`src/source/rv_ex_pkg.sv`:
```
/*
 * RV32I execute stage shared definitions
 * widths, ALU and funct3 codes, operand select bits, peripheral map
 */
package rv_ex_pkg;

    localparam int WORD_W = 32;
    localparam int REG_AW = 5;

    typedef logic [WORD_W-1:0] word_t;
    typedef logic [REG_AW-1:0] reg_addr_t;
    typedef logic [3:0]        alu_op_t;
    typedef logic [2:0]        funct3_t;
    typedef logic [1:0]        src_sel_t;
    typedef logic [3:0]        byte_en_t;
    typedef logic [1:0]        uart_ctrl_t;
    typedef logic [1:0]        jump_t;

    // ALU operation codes
    localparam alu_op_t ALU_ADD   = 4'd0;
    localparam alu_op_t ALU_SUB   = 4'd1;
    localparam alu_op_t ALU_SLL   = 4'd2;
    localparam alu_op_t ALU_SLT   = 4'd3;
    localparam alu_op_t ALU_SLTU  = 4'd4;
    localparam alu_op_t ALU_XOR   = 4'd5;
    localparam alu_op_t ALU_SRL   = 4'd6;
    localparam alu_op_t ALU_SRA   = 4'd7;
    localparam alu_op_t ALU_OR    = 4'd8;
    localparam alu_op_t ALU_AND   = 4'd9;
    localparam alu_op_t ALU_PASS2 = 4'd10;  // lui

    // branch conditions
    localparam funct3_t F3_BEQ  = 3'b000;
    localparam funct3_t F3_BNE  = 3'b001;
    localparam funct3_t F3_BLT  = 3'b100;
    localparam funct3_t F3_BGE  = 3'b101;
    localparam funct3_t F3_BLTU = 3'b110;
    localparam funct3_t F3_BGEU = 3'b111;

    // store widths
    localparam funct3_t F3_SB = 3'b000;
    localparam funct3_t F3_SH = 3'b001;
    localparam funct3_t F3_SW = 3'b010;

    localparam funct3_t F3_CSRRW  = 3'b001;
    localparam funct3_t F3_CSRRWI = 3'b101;

    // bit positions inside src_sel_t
    localparam int SRC_PC_BIT  = 0;
    localparam int SRC_IMM_BIT = 1;

    // memory mapped peripheral registers
    localparam word_t PERIPH_ADDR_0 = 32'h8000_0000;
    localparam word_t PERIPH_ADDR_1 = 32'h8000_0004;
    localparam word_t PERIPH_ADDR_2 = 32'h8000_0008;
    localparam word_t PERIPH_ADDR_3 = 32'h8000_0010;
    localparam word_t PERIPH_ADDR_4 = 32'h8000_0014;

endpackage
```
`src/source/ex_stage.sv`:
```
/*
 * RV32I execute stage top
 * forwarding, ALU, store alignment and branch resolve into EX/MEM
 */
`timescale 1ns/10ps

module ex_stage (
    input  logic                  clk_i,
    input  logic                  rst_n_i,
    input  rv_ex_pkg::word_t      reg1_data_i,
    input  rv_ex_pkg::word_t      reg2_data_i,
    input  rv_ex_pkg::reg_addr_t  reg1_addr_i,
    input  rv_ex_pkg::reg_addr_t  reg2_addr_i,
    input  rv_ex_pkg::reg_addr_t  rd_addr_i,
    input  rv_ex_pkg::word_t      pc_i,
    input  rv_ex_pkg::word_t      pc_plus4_i,
    input  rv_ex_pkg::word_t      imm_i,
    input  rv_ex_pkg::alu_op_t    alu_op_i,
    input  rv_ex_pkg::funct3_t    funct3_i,
    input  rv_ex_pkg::src_sel_t   src_sel_i,
    input  rv_ex_pkg::word_t      fwd_data_i,
    input  rv_ex_pkg::reg_addr_t  fwd_addr_i,
    input  logic                  fwd_wb_en_i,
    input  logic                  store_en_i,
    input  logic                  branch_en_i,
    input  rv_ex_pkg::jump_t      jump_i,
    input  logic [1:0]            wr_sel_i,
    input  logic                  wb_en_i,
    input  logic                  csr_we_i,
    input  rv_ex_pkg::uart_ctrl_t uart_ctrl_i,
    output rv_ex_pkg::word_t      alu_result_o,
    output rv_ex_pkg::word_t      mem_wdata_o,
    output rv_ex_pkg::word_t      csr_data_o,
    output rv_ex_pkg::word_t      pc_plus4_o,
    output rv_ex_pkg::byte_en_t   dmem_we_o,
    output rv_ex_pkg::reg_addr_t  rd_addr_o,
    output logic [1:0]            wr_sel_o,
    output logic                  wb_en_o,
    output logic                  csr_we_o,
    output rv_ex_pkg::uart_ctrl_t uart_ctrl_o,
    output logic                  flush_o
);

    rv_ex_pkg::word_t    op1;
    rv_ex_pkg::word_t    op2;
    rv_ex_pkg::word_t    cmp_a;
    rv_ex_pkg::word_t    cmp_b;
    rv_ex_pkg::word_t    store_data;
    rv_ex_pkg::word_t    alu_result;
    rv_ex_pkg::word_t    store_wdata;
    rv_ex_pkg::byte_en_t byte_en;
    logic                taken;

    operand_forward u_fwd (
        .reg1_data_i (reg1_data_i),
        .reg2_data_i (reg2_data_i),
        .pc_i        (pc_i),
        .imm_i       (imm_i),
        .fwd_data_i  (fwd_data_i),
        .reg1_addr_i (reg1_addr_i),
        .reg2_addr_i (reg2_addr_i),
        .fwd_addr_i  (fwd_addr_i),
        .fwd_wb_en_i (fwd_wb_en_i),
        .src_sel_i   (src_sel_i),
        .op1_o       (op1),
        .op2_o       (op2),
        .cmp_a_o     (cmp_a),
        .cmp_b_o     (cmp_b),
        .store_data_o(store_data)
    );

    alu u_alu (
        .op1_i   (op1),
        .op2_i   (op2),
        .alu_op_i(alu_op_i),
        .result_o(alu_result)
    );

    // lane offset comes from the effective address
    store_align u_store (
        .store_en_i  (store_en_i),
        .funct3_i    (funct3_i),
        .addr_lo_i   (alu_result[1:0]),
        .store_data_i(store_data),
        .byte_en_o   (byte_en),
        .wdata_o     (store_wdata)
    );

    branch_comp u_branch (
        .branch_en_i(branch_en_i),
        .funct3_i   (funct3_i),
        .a_i        (cmp_a),
        .b_i        (cmp_b),
        .taken_o    (taken)
    );

    ex_result_merge u_merge (
        .clk_i        (clk_i),
        .rst_n_i      (rst_n_i),
        .alu_result_i (alu_result),
        .rs1_fwd_i    (cmp_a),
        .imm_i        (imm_i),
        .pc_plus4_i   (pc_plus4_i),
        .store_wdata_i(store_wdata),
        .byte_en_i    (byte_en),
        .funct3_i     (funct3_i),
        .rd_addr_i    (rd_addr_i),
        .wr_sel_i     (wr_sel_i),
        .wb_en_i      (wb_en_i),
        .csr_we_i     (csr_we_i),
        .uart_ctrl_i  (uart_ctrl_i),
        .taken_i      (taken),
        .jump_i       (jump_i),
        .alu_result_o (alu_result_o),
        .mem_wdata_o  (mem_wdata_o),
        .csr_data_o   (csr_data_o),
        .pc_plus4_o   (pc_plus4_o),
        .dmem_we_o    (dmem_we_o),
        .rd_addr_o    (rd_addr_o),
        .wr_sel_o     (wr_sel_o),
        .wb_en_o      (wb_en_o),
        .csr_we_o     (csr_we_o),
        .uart_ctrl_o  (uart_ctrl_o),
        .flush_o      (flush_o)
    );

endmodule

```
`src/source/ex_result_merge.sv`:
```
/*
 * result merge and EX/MEM register
 * CSR operand, UART gating and flush, captured once per cycle
 */
`timescale 1ns/10ps

module ex_result_merge (
    input  logic                  clk_i,
    input  logic                  rst_n_i,
    input  rv_ex_pkg::word_t      alu_result_i,
    input  rv_ex_pkg::word_t      rs1_fwd_i,
    input  rv_ex_pkg::word_t      imm_i,
    input  rv_ex_pkg::word_t      pc_plus4_i,
    input  rv_ex_pkg::word_t      store_wdata_i,
    input  rv_ex_pkg::byte_en_t   byte_en_i,
    input  rv_ex_pkg::funct3_t    funct3_i,
    input  rv_ex_pkg::reg_addr_t  rd_addr_i,
    input  logic [1:0]            wr_sel_i,
    input  logic                  wb_en_i,
    input  logic                  csr_we_i,
    input  rv_ex_pkg::uart_ctrl_t uart_ctrl_i,
    input  logic                  taken_i,
    input  rv_ex_pkg::jump_t      jump_i,
    output rv_ex_pkg::word_t      alu_result_o,
    output rv_ex_pkg::word_t      mem_wdata_o,
    output rv_ex_pkg::word_t      csr_data_o,
    output rv_ex_pkg::word_t      pc_plus4_o,
    output rv_ex_pkg::byte_en_t   dmem_we_o,
    output rv_ex_pkg::reg_addr_t  rd_addr_o,
    output logic [1:0]            wr_sel_o,
    output logic                  wb_en_o,
    output logic                  csr_we_o,
    output rv_ex_pkg::uart_ctrl_t uart_ctrl_o,
    output logic                  flush_o
);

    rv_ex_pkg::word_t      csr_data;
    rv_ex_pkg::uart_ctrl_t uart_ctrl;
    logic                  periph_hit;
    logic                  flush;

    assign csr_data = (funct3_i == rv_ex_pkg::F3_CSRRW)  ? rs1_fwd_i :
                      (funct3_i == rv_ex_pkg::F3_CSRRWI) ? imm_i     : '0;

    assign periph_hit = (alu_result_i == rv_ex_pkg::PERIPH_ADDR_0) ||
                        (alu_result_i == rv_ex_pkg::PERIPH_ADDR_1) ||
                        (alu_result_i == rv_ex_pkg::PERIPH_ADDR_2) ||
                        (alu_result_i == rv_ex_pkg::PERIPH_ADDR_3) ||
                        (alu_result_i == rv_ex_pkg::PERIPH_ADDR_4);

    // uart code only reaches the bus on a peripheral access
    assign uart_ctrl = periph_hit ? uart_ctrl_i : '0;
    assign flush     = taken_i || (jump_i != '0);

    always_ff @(posedge clk_i) begin
        if (!rst_n_i) begin
            alu_result_o <= '0;
            mem_wdata_o  <= '0;
            csr_data_o   <= '0;
            pc_plus4_o   <= '0;
            dmem_we_o    <= '0;
            rd_addr_o    <= '0;
            wr_sel_o     <= '0;
            wb_en_o      <= 1'b0;
            csr_we_o     <= 1'b0;
            uart_ctrl_o  <= '0;
            flush_o      <= 1'b0;
        end else begin
            alu_result_o <= alu_result_i;
            mem_wdata_o  <= store_wdata_i;
            csr_data_o   <= csr_data;
            pc_plus4_o   <= pc_plus4_i;
            dmem_we_o    <= byte_en_i;
            rd_addr_o    <= rd_addr_i;
            wr_sel_o     <= wr_sel_i;
            wb_en_o      <= wb_en_i;
            csr_we_o     <= csr_we_i;
            uart_ctrl_o  <= uart_ctrl;
            flush_o      <= flush;
        end
    end

    // a taken branch carries no store into the MEM stage
    assert property (@(posedge clk_i) disable iff (!rst_n_i)
        taken_i |=> (dmem_we_o == '0));

    assert property (@(posedge clk_i) disable iff (!rst_n_i)
        !$isunknown({alu_result_o, mem_wdata_o, csr_data_o, pc_plus4_o, dmem_we_o,
                     rd_addr_o, wr_sel_o, wb_en_o, csr_we_o, uart_ctrl_o, flush_o}));

endmodule

```
`src/source/branch_comp.sv`:
```
/*
 * branch comparator
 * resolves the six conditional branches on forwarded operands
 */
`timescale 1ns/10ps

module branch_comp (
    input  logic               branch_en_i,
    input  rv_ex_pkg::funct3_t funct3_i,
    input  rv_ex_pkg::word_t   a_i,
    input  rv_ex_pkg::word_t   b_i,
    output logic               taken_o
);

    logic eq;
    logic lt_s;
    logic lt_u;
    logic cond;

    assign eq   = (a_i == b_i);
    assign lt_s = ($signed(a_i) < $signed(b_i));
    assign lt_u = (a_i < b_i);

    always_comb begin
        case (funct3_i)
            rv_ex_pkg::F3_BEQ:  cond = eq;
            rv_ex_pkg::F3_BNE:  cond = !eq;
            rv_ex_pkg::F3_BLT:  cond = lt_s;
            rv_ex_pkg::F3_BGE:  cond = !lt_s;
            rv_ex_pkg::F3_BLTU: cond = lt_u;
            rv_ex_pkg::F3_BGEU: cond = !lt_u;
            // 010 and 011 are not branch encodings
            default:            cond = 1'b0;
        endcase
    end

    assign taken_o = branch_en_i && cond;

endmodule

```
`src/source/store_align.sv`:
```
/*
 * store alignment
 * byte-lane enables and lane-shifted write data for sb, sh and sw
 */
`timescale 1ns/10ps

module store_align (
    input  logic                store_en_i,
    input  rv_ex_pkg::funct3_t  funct3_i,
    input  logic [1:0]          addr_lo_i,
    input  rv_ex_pkg::word_t    store_data_i,
    output rv_ex_pkg::byte_en_t byte_en_o,
    output rv_ex_pkg::word_t    wdata_o
);

    logic [4:0] lane_shift;

    assign lane_shift = {addr_lo_i, 3'b000};

    always_comb begin
        byte_en_o = '0;
        wdata_o   = '0;
        if (store_en_i) begin
            case (funct3_i)
                rv_ex_pkg::F3_SB: begin
                    byte_en_o = 4'b0001 << addr_lo_i;
                    wdata_o   = {24'b0, store_data_i[7:0]} << lane_shift;
                end
                rv_ex_pkg::F3_SH: begin
                    // halfword only at offset 0 or 2
                    if (!addr_lo_i[0]) begin
                        byte_en_o = 4'b0011 << addr_lo_i;
                        wdata_o   = {16'b0, store_data_i[15:0]} << lane_shift;
                    end
                end
                rv_ex_pkg::F3_SW: begin
                    if (addr_lo_i == 2'b00) begin
                        byte_en_o = 4'b1111;
                        wdata_o   = store_data_i;
                    end
                end
                default: begin
                    byte_en_o = '0;
                end
            endcase
        end
    end

    // a non-store slot must never write memory
    always_comb begin
        if (!store_en_i) begin
            assert (byte_en_o == '0)
                else $error("store_align: lanes enabled without store_en_i");
        end
    end

endmodule

```
`src/source/alu.sv`:
```
/*
 * RV32I integer ALU
 */
`timescale 1ns/10ps

module alu (
    input  rv_ex_pkg::word_t   op1_i,
    input  rv_ex_pkg::word_t   op2_i,
    input  rv_ex_pkg::alu_op_t alu_op_i,
    output rv_ex_pkg::word_t   result_o
);

    logic [4:0] shamt;

    assign shamt = op2_i[4:0];

    always_comb begin
        case (alu_op_i)
            rv_ex_pkg::ALU_ADD: begin
                result_o = op1_i + op2_i;
            end
            rv_ex_pkg::ALU_SUB: begin
                result_o = op1_i - op2_i;
            end
            rv_ex_pkg::ALU_SLL: begin
                result_o = op1_i << shamt;
            end
            rv_ex_pkg::ALU_SLT: begin
                result_o = {31'b0, $signed(op1_i) < $signed(op2_i)};
            end
            rv_ex_pkg::ALU_SLTU: begin
                result_o = {31'b0, op1_i < op2_i};
            end
            rv_ex_pkg::ALU_XOR: begin
                result_o = op1_i ^ op2_i;
            end
            rv_ex_pkg::ALU_SRL: begin
                result_o = op1_i >> shamt;
            end
            rv_ex_pkg::ALU_SRA: begin
                // arithmetic shift keeps the sign bit
                result_o = $unsigned($signed(op1_i) >>> shamt);
            end
            rv_ex_pkg::ALU_OR: begin
                result_o = op1_i | op2_i;
            end
            rv_ex_pkg::ALU_AND: begin
                result_o = op1_i & op2_i;
            end
            rv_ex_pkg::ALU_PASS2: begin
                result_o = op2_i;
            end
            default: begin
                result_o = '0;
            end
        endcase
    end

endmodule

```
`src/source/operand_forward.sv`:
```
/*
 * operand forwarding
 * bypasses the write-back value and builds ALU, compare and store operands
 */
`timescale 1ns/10ps

module operand_forward (
    input  rv_ex_pkg::word_t     reg1_data_i,
    input  rv_ex_pkg::word_t     reg2_data_i,
    input  rv_ex_pkg::word_t     pc_i,
    input  rv_ex_pkg::word_t     imm_i,
    input  rv_ex_pkg::word_t     fwd_data_i,
    input  rv_ex_pkg::reg_addr_t reg1_addr_i,
    input  rv_ex_pkg::reg_addr_t reg2_addr_i,
    input  rv_ex_pkg::reg_addr_t fwd_addr_i,
    input  logic                 fwd_wb_en_i,
    input  rv_ex_pkg::src_sel_t  src_sel_i,
    output rv_ex_pkg::word_t     op1_o,
    output rv_ex_pkg::word_t     op2_o,
    output rv_ex_pkg::word_t     cmp_a_o,
    output rv_ex_pkg::word_t     cmp_b_o,
    output rv_ex_pkg::word_t     store_data_o
);

    logic             rs1_hit;
    logic             rs2_hit;
    rv_ex_pkg::word_t rs1_val;
    rv_ex_pkg::word_t rs2_val;

    // x0 is hardwired, never take a bypass for it
    function automatic logic fwd_match(input rv_ex_pkg::reg_addr_t src_addr);
        return fwd_wb_en_i && (fwd_addr_i == src_addr) && (src_addr != '0);
    endfunction

    assign rs1_hit = fwd_match(reg1_addr_i);
    assign rs2_hit = fwd_match(reg2_addr_i);

    assign rs1_val = rs1_hit ? fwd_data_i : reg1_data_i;
    assign rs2_val = rs2_hit ? fwd_data_i : reg2_data_i;

    // pc / immediate take priority over the bypassed register
    assign op1_o = src_sel_i[rv_ex_pkg::SRC_PC_BIT]  ? pc_i  : rs1_val;
    assign op2_o = src_sel_i[rv_ex_pkg::SRC_IMM_BIT] ? imm_i : rs2_val;

    assign cmp_a_o      = rs1_val;
    assign cmp_b_o      = rs2_val;
    assign store_data_o = rs2_val;

endmodule

```
`config.mk`:
```
export PLATFORM = sky130hd
export DESIGN_NAME = ex_stage
export DESIGN_NICKNAME = d
export VERILOG_FILES = /design/src/source/rv_ex_pkg.sv /design/src/source/ex_stage.sv /design/src/source/ex_result_merge.sv /design/src/source/branch_comp.sv /design/src/source/store_align.sv /design/src/source/alu.sv /design/src/source/operand_forward.sv
export SDC_FILE = /design/constraint.sdc
export NUM_CORES = 1
export LEC_CHECK = 0
export BUFFER_PORTS_ARGS = -buffer_cell sky130_fd_sc_hd__buf_2
export CAP_MARGIN = 20
export CELL_PAD_IN_SITES_DETAIL_PLACEMENT = 2
export CELL_PAD_IN_SITES_GLOBAL_PLACEMENT = 2
export CORE_UTILIZATION = 32
export CTS_BUF_LIST = sky130_fd_sc_hd__clkbuf_8
export DETAILED_ROUTE_END_ITERATION = 8
export PLACE_DENSITY_LB_ADDON = 0.1
export SKIP_CTS_REPAIR_TIMING = 1
export SLEW_MARGIN = 20
export SYNTH_ARGS = -nofsm -noshare
export SYNTH_HDL_FRONTEND = slang
export SYNTH_HIERARCHICAL = 1
export SYNTH_SLANG_ARGS = --single-unit
```
`constraint.sdc`:
```
create_clock -name clk_i -period 9.05 [get_ports clk_i]
set_input_delay 1.81 -clock clk_i [delete_from_list [all_inputs] [get_ports clk_i]]
set_output_delay 1.81 -clock clk_i [all_outputs]
set_load 0.02 [all_outputs]
```
==> impl_table.tex, run 1 <==
\begin{tabular}{lr}
\hline
Metric & Value \\
\hline
\multicolumn{2}{l}{\textbf{Route}} \\
\quad Drt first pass iters & 5 \\
\quad Final antenna-violating net count & 0 \\
\quad Routed len/inst & 30.6 µm \\
\quad Vias per cell & 6.22 \\
\quad Number of remaining DRC errors & 0 \\
\quad Post-Route WL & 99.5 mm \\
\quad Number of vias in the routed layout & $\sim$20,000 \\
\quad Number of DRC markers in iteration 0 & 1,551 \\
\multicolumn{2}{l}{\textbf{Synth}} \\
\quad Synth cell types & 104 \\
\quad Register bit total from synthesis & 144 \\
\quad Synth Warn \# & 6 \\
\quad Number of standard cells after synthesis & 2,294 \\
\quad Mapped Nets & 2,662 \\
\quad Main synth FF type & dfxtp\_1 \\
\quad Ys async rst share & 0\% \\
\quad Synthesized cell area & 0.0173 mm² \\
\quad Post-synthesis sequential area ratio & 16.7\% \\
\quad Average cell area after synthesis & 7.54 µm² \\
\quad Count of flip-flops with a built-in enable after synthesis & 0 \\
\multicolumn{2}{l}{\textbf{STA}} \\
\quad Shortest period the worst path allows & just over 8000 ps \\
\quad Hold Fails Final Rpt & 0 \\
\quad Max-Slew Margin vs Limit & between 20\% and 30\% \\
\quad Final total negative setup slack & 0 ps \\
\quad Max-slew violation count & 0 \\
\quad Setup slack of the critical path after layout & roughly 770 ps \\
\quad Setup violation total in the final timing report & 0 \\
\quad Pin slew with the least headroom to its limit & 1150 ps \\
\quad Fraction of the cycle the final worst path needs & around nine tenths \\
\quad Peak Freq & 121 MHz \\
\quad Unrepaired setup endpoints after global routing & false \\
\multicolumn{2}{l}{\textbf{Floorplan}} \\
\quad Width of the die & between 200 and 250 µm \\
\quad CORE AREA & roughly 0.053 mm² \\
\quad Effective utilization at floorplan & 32.7\% \\
\quad Top-level port count & 378 \\
\quad Standard-cell rows & between 80 and 90 \\
\quad Floorplan die area & 0.0550 mm² \\
\quad Die height & between 200 and 250 µm \\
\multicolumn{2}{l}{\textbf{Finish}} \\
\quad Share of layout cells above drive strength 1 & between 20\% and 30\% \\
\quad Area Overhead vs Synth & 15.9\% \\
\quad Count of nets after finishing & around 2,900 \\
\quad Final std cells w/o fill & 3,254 \\
\quad Finished Cell Area & 0.0201 mm² \\
\quad Leading cell type in the layout, fill and taps excluded & buf\_2 \\
\quad Utilization after layout & 37.9\% \\
\quad Top library cells by usage in the layout, fill and taps aside & buf\_2, nor2\_1, nand2\_1 \\
\multicolumn{2}{l}{\textbf{Worst setup path}} \\
\quad Critical path's most frequent cell & a31oi\_1 \\
\quad List of cells traversed by the critical path & buf\_2, xnor2\_1, o211ai\_4, or4b\_2, a31oi\_1, inv\_1, ha\_1, fa\_1, o21bai\_1, o211ai\_1, a21oi\_1, nor3\_2, o21ai\_1, a31oi\_1, o21ba\_2, nor3\_1, o41ai\_2, buf\_4, nor2\_2, nand3\_1, a31oi\_1, and2\_1 \\
\quad Slowest cell delay on critical path & slightly below 800 ps \\
\quad Largest driver fanout on the critical path & 24 \\
\quad Data arrival time at the worst-slack endpoint & 8770 ps \\
\quad Launching element type of the critical path & input pin \\
\quad Critical path type & input pin to flop \\
\quad Number of buffers and inverters on the critical path & 3 \\
\quad Slowest cell on the critical path & a31oi\_1 \\
\quad Endpoint class of the critical path & flop \\
\quad Data required, critical path & 9540 ps \\
\quad Top Family by Delay on Critical Path & compound AO/OA/AOI/OAI gates \\
\multicolumn{2}{l}{\textbf{Power and ir drop}} \\
\quad Sequential share of power & 25.0\% \\
\quad Share of total power in combinational logic & 53.5\% \\
\quad Switching fraction of total power & 50.0\% \\
\quad Ratio of total power to cell area & 135 mW/mm² \\
\quad Net Sw Power & 1.36 mW \\
\quad Cell internal power dissipation & 1.36 mW \\
\quad Largest voltage drop on the vdd net & between 0.09 and 0.1 mV \\
\quad Clock share of power & 21.4\% \\
\quad Static leakage power & around 8.8 nW \\
\multicolumn{2}{l}{\textbf{Place}} \\
\quad Setup WS pre-CTS & 405 ps \\
\quad Number of cells after detailed placement & 3,213 \\
\quad RD Place Congestion & 1.00 \\
\quad Placed Area & approximately 0.02 mm² \\
\quad Port buffer count & 377 \\
\quad HPWL reported at the end of detailed placement & 80.0 mm \\
\multicolumn{2}{l}{\textbf{Min path}} \\
\quad Type of the tightest min-delay check & input pin to flop \\
\quad Worst Hold Endpoint & u\_merge/pc\_plus4\_o[10]\$\_SDFF\_PN0\_ \\
\quad Origin of the worst min-delay path & pc\_plus4\_i[10] \\
\quad Min-Delay Path Depth & 2 \\
\multicolumn{2}{l}{\textbf{Global routing}} \\
\quad Met2 usage & 57.0\% \\
\quad Grt ovf & 0 \\
\quad Most crowded layer after global routing & met2 \\
\quad Number of global-route vias before repair & 20,891 \\
\quad Routing usage on met3 & 6.44\% \\
\quad First-pass GRT wire length & 143 mm \\
\quad Pin count of the biggest net entering global routing & 117 \\
\quad Global-route met1 utilization & 46.8\% \\
\quad Global-route usage over all layers & 35.4\% \\
\quad Number of antenna violations at the first check in global routing & 13 \\
\multicolumn{2}{l}{\textbf{Clock network}} \\
\quad Total clock sinks & 144 \\
\quad Total CTS buffers & 17 \\
\quad Max H-tree Level & 4 \\
\quad Cell at the root of the clock tree & clkbuf\_8 \\
\quad CTS tree & yes \\
\quad Largest buffer count on any clock path & 2 \\
\quad Clock transition at path regs & 110 ps \\
\multicolumn{2}{l}{\textbf{Outcome}} \\
\quad Result of the run & completed \\
\multicolumn{2}{l}{\textbf{Flow run}} \\
\quad Max cap viols & 0 \\
\hline
\end{tabular}
## cells in the mapped netlist (all sizes together), types with 5 or more instances
cell | n | area (µm²)
a221oi | 32 | 280
xor2 | 6 | 52.6
nand3 | 74 | 380
a31oi | 88 | 551
o21a | 7 | 53.8
a21oi | 106 | 538
xnor2 | 8 | 70.1
ha | 132 | 1650
o21bai | 13 | 97.6
and3 | 10 | 62.6
or4b | 34 | 344
clkbuf | 113 | 425
nor4 | 24 | 171
a21boi | 6 | 48.8
a2111oi | 8 | 76.3
mux2i | 36 | 360
a211o | 8 | 70.1
nor4b | 6 | 95.1
o211ai | 31 | 238
nand2 | 179 | 672
o221ai | 7 | 61.3
nor2 | 248 | 933
buf | 104 | 686
a22oi | 57 | 453
mux2 | 8 | 90.1
o2111ai | 14 | 123
or3 | 11 | 73.8
a21o | 27 | 203
nor3 | 35 | 196
o21ai | 114 | 571
o22ai | 14 | 87.6
nand3b | 5 | 37.5
a221o | 17 | 170
o31ai | 75 | 573
and2 | 127 | 795
nand4 | 46 | 300
a32oi | 9 | 78.8
nand2b | 10 | 62.6
nor3b | 5 | 71.3
nor2b | 45 | 282
mux4 | 52 | 1200
a211oi | 17 | 133
inv | 129 | 484
dfxtp | 144 | 2880
## cell families after synthesis
logic type	after synthesis	synth area share, %
mux	96	9.53
flops	144	16.7
xor+xnor	14	0.709
simple gates	868	26.3
compound gates	692	27.8
buf+inv	346	9.22
fa+ha+maj	134	9.78
## power groups by stage
stage | logic, mW | clock network [mW] | registers [mW]
6_report | 1.45 | 0.582 | 0.679
5_1_grt | 1.53 | 0.622 | 0.685
4_1_cts | 1.42 | 0.608 | 0.680
3_3_place_gp | 1.38 | 0 | 0.694
3_5_place_dp | 1.41 | 0 | 0.694
2_1_floorplan | 0.824 | 0 | 0.741
## final cells by class
class / count / area [µm²]
Antenna cell: 8 / 20.0
Timing Repair Buffer: 449 / 2450
Sequential cell: 144 / 2880
Fill cell: 6265 / 32900
Multi-Input combinational cell: 1804 / 12900
Clock inverter: 15 / 181
Inverter: 129 / 484
Tap cell: 688 / 861
Clock buffer: 17 / 234
## state kept, by name, indices dropped and copies added, names as in the netlist, 2 cells and up
register / count
u_merge/mem_wdata_o: 32
u_merge/dmem_we_o: 4
u_merge/uart_ctrl_o: 2
u_merge/csr_data_o: 32
u_merge/pc_plus4_o: 32
u_merge/rd_addr_o: 5
u_merge/wr_sel_o: 2
u_merge/alu_result_o: 32
## worst max path at each step
stage / slack [ps] / from / end / depth (start not counted)
floorplan: 1630 / fwd_addr_i[0] / u_merge/mem_wdata_o[0]$_SDFF_PN0_ / 27
global placement: 670 / fwd_addr_i[2] / u_merge/uart_ctrl_o[1]$_SDFF_PN0_ / 20
detailed placement: 400 / fwd_addr_i[2] / u_merge/mem_wdata_o[25]$_SDFF_PN0_ / 22
CTS: 990 / fwd_addr_i[2] / u_merge/mem_wdata_o[25]$_SDFF_PN0_ / 22
global route: 560 / fwd_addr_i[2] / u_merge/mem_wdata_o[24]$_SDFF_PN0_ / 22
finish: 770 / fwd_addr_i[2] / u_merge/mem_wdata_o[25]$_SDFF_PN0_ / 22
## through the flow
stage / hold WS [ps] / power [mW]
4_1_cts: 1390 / 2.70
3_3_place_gp: 2010 / 2.07
5_1_grt: 1430 / 2.84
3_5_place_dp: 2020 / 2.10
6_report: 1450 / 2.71
2_1_floorplan: 1940 / 1.57
## routing by layer
layer | vias up | routed length, µm
met1 | 10340 | 43900
li1 | 8986 | -
met3 | 146 | 6060
met4 | 14 | 3490
met5 | - | 106
met2 | 743 | 45900
Note: power is estimated with default switching activity, not from simulation.
==> run 2, diff against run 1 <==
--- a/config.mk
+++ b/config.mk
@@ -9,7 +9,7 @@
 export CAP_MARGIN = 20
 export CELL_PAD_IN_SITES_DETAIL_PLACEMENT = 2
 export CELL_PAD_IN_SITES_GLOBAL_PLACEMENT = 2
-export CORE_UTILIZATION = 32
+export CORE_UTILIZATION = 29
 export CTS_BUF_LIST = sky130_fd_sc_hd__clkbuf_8
 export DETAILED_ROUTE_END_ITERATION = 8
 export PLACE_DENSITY_LB_ADDON = 0.1
==> constraint.sdc (replaced) <==
create_clock -name clk_i -period 7.3 [get_ports clk_i]
set_input_delay 1.46 -clock clk_i [delete_from_list [all_inputs] [get_ports clk_i]]
set_output_delay 1.46 -clock clk_i [all_outputs]
set_load 0.02 [all_outputs]
==> impl_table.tex, run 2 (synthesis gave the netlist of run 1 again) <==
\begin{tabular}{lr}
\hline
Metric & Value \\
\hline
\multicolumn{2}{l}{\textbf{Route}} \\
\quad Number of vias in the routed layout & 20,774 (+2.7\%) \\
\quad Vias per cell & 5.96 (-4.1\%) \\
\quad Number of DRC markers in iteration 0 & 1,568 (+1.1\%) \\
\quad Drt first pass iters & 5 (unchanged) \\
\quad Routed len/inst & 29.5 µm (-3.5\%) \\
\quad Number of remaining DRC errors & 0 (unchanged) \\
\quad Final antenna-violating net count & 0 (unchanged) \\
\quad Post-Route WL & 103 mm (+3.3\%) \\
\multicolumn{2}{l}{\textbf{Worst setup path}} \\
\quad Largest driver fanout on the critical path & 11 (-54\%) \\
\quad Data arrival time at the worst-slack endpoint & 7640 ps (-1130 ps) \\
\quad Critical path type & input pin to flop \\
\quad Launching element type of the critical path & input pin \\
\quad Critical path origin & fwd\_addr\_i[2] \\
\quad Termination of the worst setup path & u\_merge/uart\_ctrl\_o[1]\$\_SDFF\_PN0\_ \\
\quad Data required, critical path & 7770 ps (-1770 ps) \\
\quad Endpoint class of the critical path & flop \\
\multicolumn{2}{l}{\textbf{Power and ir drop}} \\
\quad Static leakage power & 9.57 nW (+8.6\%) \\
\quad Largest voltage drop on the vdd net & 0.143 mV (+51\%) \\
\quad Ratio of total power to cell area & 165 mW/mm² (+22\%) \\
\multicolumn{2}{l}{\textbf{STA}} \\
\quad Setup violation total in the final timing report & 0 (unchanged) \\
\quad Max-Slew Margin vs Limit & 29.6\% (+6.2 points) \\
\quad Shortest period the worst path allows & roughly 7000 ps \\
\quad Fraction of the cycle the final worst path needs & 98.2\% \\
\quad Peak Freq & 140 MHz \\
\quad Unrepaired setup endpoints after global routing & false \\
\quad Pin slew with the least headroom to its limit & 1050 ps (-97.5 ps) \\
\quad Setup slack of the critical path after layout & 133 ps (-641 ps) \\
\quad Max-slew violation count & 0 (unchanged) \\
\quad Hold Fails Final Rpt & 0 (unchanged) \\
\quad Hold Slack & 1080 ps (-364 ps) \\
\quad Final total negative setup slack & 0 ps (unchanged) \\
\multicolumn{2}{l}{\textbf{Min path}} \\
\quad Origin of the worst min-delay path & pc\_plus4\_i[0] \\
\quad Type of the tightest min-delay check & input pin to flop \\
\quad Min-Delay Path Depth & 2 (unchanged) \\
\multicolumn{2}{l}{\textbf{Finish}} \\
\quad Number of filler cells placed in the layout & 6,934 (+11\%) \\
\quad Area Overhead vs Synth & 23.8\% \\
\quad Final std cells w/o fill & 3,484 (+7.1\%) \\
\quad Leading cell type in the layout, fill and taps excluded & buf\_2 \\
\quad Count of nets after finishing & 3,061 (+5.1\%) \\
\quad Share of layout cells above drive strength 1 & 28.1\% (+4.5 points) \\
\quad Top library cells by usage in the layout, fill and taps aside & buf\_2, nor2\_1, buf\_4 \\
\multicolumn{2}{l}{\textbf{Global routing}} \\
\quad Grt ovf & 0 (unchanged) \\
\quad Global-route usage over all layers & 33.5\% (-2.0 points) \\
\quad Number of antenna violations at the first check in global routing & 5 (-8) \\
\quad Number of global-route vias before repair & 21,661 (+3.7\%) \\
\quad Pin count of the biggest net entering global routing & 76 (-35\%) \\
\quad First-pass GRT wire length & 149 mm (+4.4\%) \\
\multicolumn{2}{l}{\textbf{Place}} \\
\quad Setup WS pre-CTS & -892 ps (-1300 ps) \\
\quad HPWL reported at the end of detailed placement & 84.4 mm (+5.5\%) \\
\quad Number of cells after detailed placement & 3,446 (+7.3\%) \\
\quad Port buffer count & 377 (unchanged) \\
\quad RD Place Congestion & 1.02 (+2.4\%) \\
\multicolumn{2}{l}{\textbf{Clock network}} \\
\quad CTS tree & yes \\
\quad Largest buffer count on any clock path & 2 (unchanged) \\
\quad Clock transition at path regs & 120 ps (about the same) \\
\quad Max H-tree Level & 4 (unchanged) \\
\quad Cell at the root of the clock tree & clkbuf\_8 \\
\quad Total clock sinks & 144 (unchanged) \\
\quad Total CTS buffers & 17 (unchanged) \\
\multicolumn{2}{l}{\textbf{Floorplan}} \\
\quad Width of the die & 246 µm (+5.0\%) \\
\quad CORE AREA & 0.0590 mm² (+11\%) \\
\quad Top-level port count & 378 (unchanged) \\
\quad Standard-cell rows & 89 (+6.0\%) \\
\quad Die height & 246 µm (+5.0\%) \\
\quad Effective utilization at floorplan & 29.3\% (-3.3 points) \\
\quad Floorplan die area & 0.0606 mm² (+10\%) \\
\multicolumn{2}{l}{\textbf{Flow run}} \\
\quad Max cap viols & 0 (unchanged) \\
\multicolumn{2}{l}{\textbf{Outcome}} \\
\quad Result of the run & completed \\
\hline
\end{tabular}
run 2: cell types whose count changed in the layout (fill, tap and decap cells not counted), moves of 2 or more:
cell        before  now
buf_4           71  212
buf_12           1    8
diode_2          8    5
inv_6            4    1
a211oi_1        16   14
a211oi_2         1    3
clkinvlp_4       0    2
nor3_1          30   28
nor3_2           4    6
run 2: worst min-delay path by stage:
stage	endpoint	slack (ps)
floorplan	u_merge/csr_we_o$_SDFF_PN0_	1590
global placement	u_merge/wr_sel_o[0]$_SDFF_PN0_	1670
detailed placement	u_merge/pc_plus4_o[1]$_SDFF_PN0_	1670
CTS	u_merge/rd_addr_o[0]$_SDFF_PN0_	1030
global route	u_merge/pc_plus4_o[10]$_SDFF_PN0_	1060
finish	u_merge/pc_plus4_o[0]$_SDFF_PN0_	1080
run 2: report_power, final:
group / total [mW] / switching, mW / leakage, nW / internal, mW
logic: 1.96 / 1.26 / 8.17 / 0.701
registers: 0.842 / 0.0115 / 1.18 / 0.830
clock network: 0.736 / 0.443 / 0.209 / 0.294
run 2: metrics by stage:
stage / total power, mW / utilization, % / area [µm²]
2_1_floorplan: 1.94 / - / 17300
3_3_place_gp: 2.72 / 35.4 / 20900
3_5_place_dp: 2.76 / 35.4 / 20900
4_1_cts: 3.53 / 36.1 / 21300
5_1_grt: 3.71 / 36.3 / 21400
6_report: 3.54 / 36.3 / 21400
run 2: critical path, stage by stage:
cell       delay (ps)
buf_2             120
xnor2_1           280
o211ai_4          120
buf_4             180
or4b_2            650
a31oi_1           510
inv_1             200
buf_4             190
fa_1              430
nand2b_1          180
a21oi_1           330
o21ai_1           210
o21ai_1           310
a31oi_1           290
o21ai_2           400
o21ai_0           250
a2111oi_0         400
nor2_1            180
nor4_4            300
buf_4             210
nand4_1           190
nor3_1            250
run 2: cell type report:
class,count,area (µm²),area share [%]
antenna,5,12.5,0.0584
clock buffer,17,234,1.09
clock inverter,15,195,0.912
inverter,129,484,2.26
multi-input combinational,1804,13000,60.7
sequential,144,2880,13.5
tap,773,967,4.52
timing repair buffer,597,3640,17.0
run 2: layer usage:
layer / global-route usage [%] / wire length [µm] / up-vias
met1: 45.1 / 46100 / 10617
li1: - / - / 9266
met2: 54.2 / 47800 / 741
met4: 12.6 / 3690 / 2
met3: 3.91 / 5150 / 148
met5: 0 / 12 / -
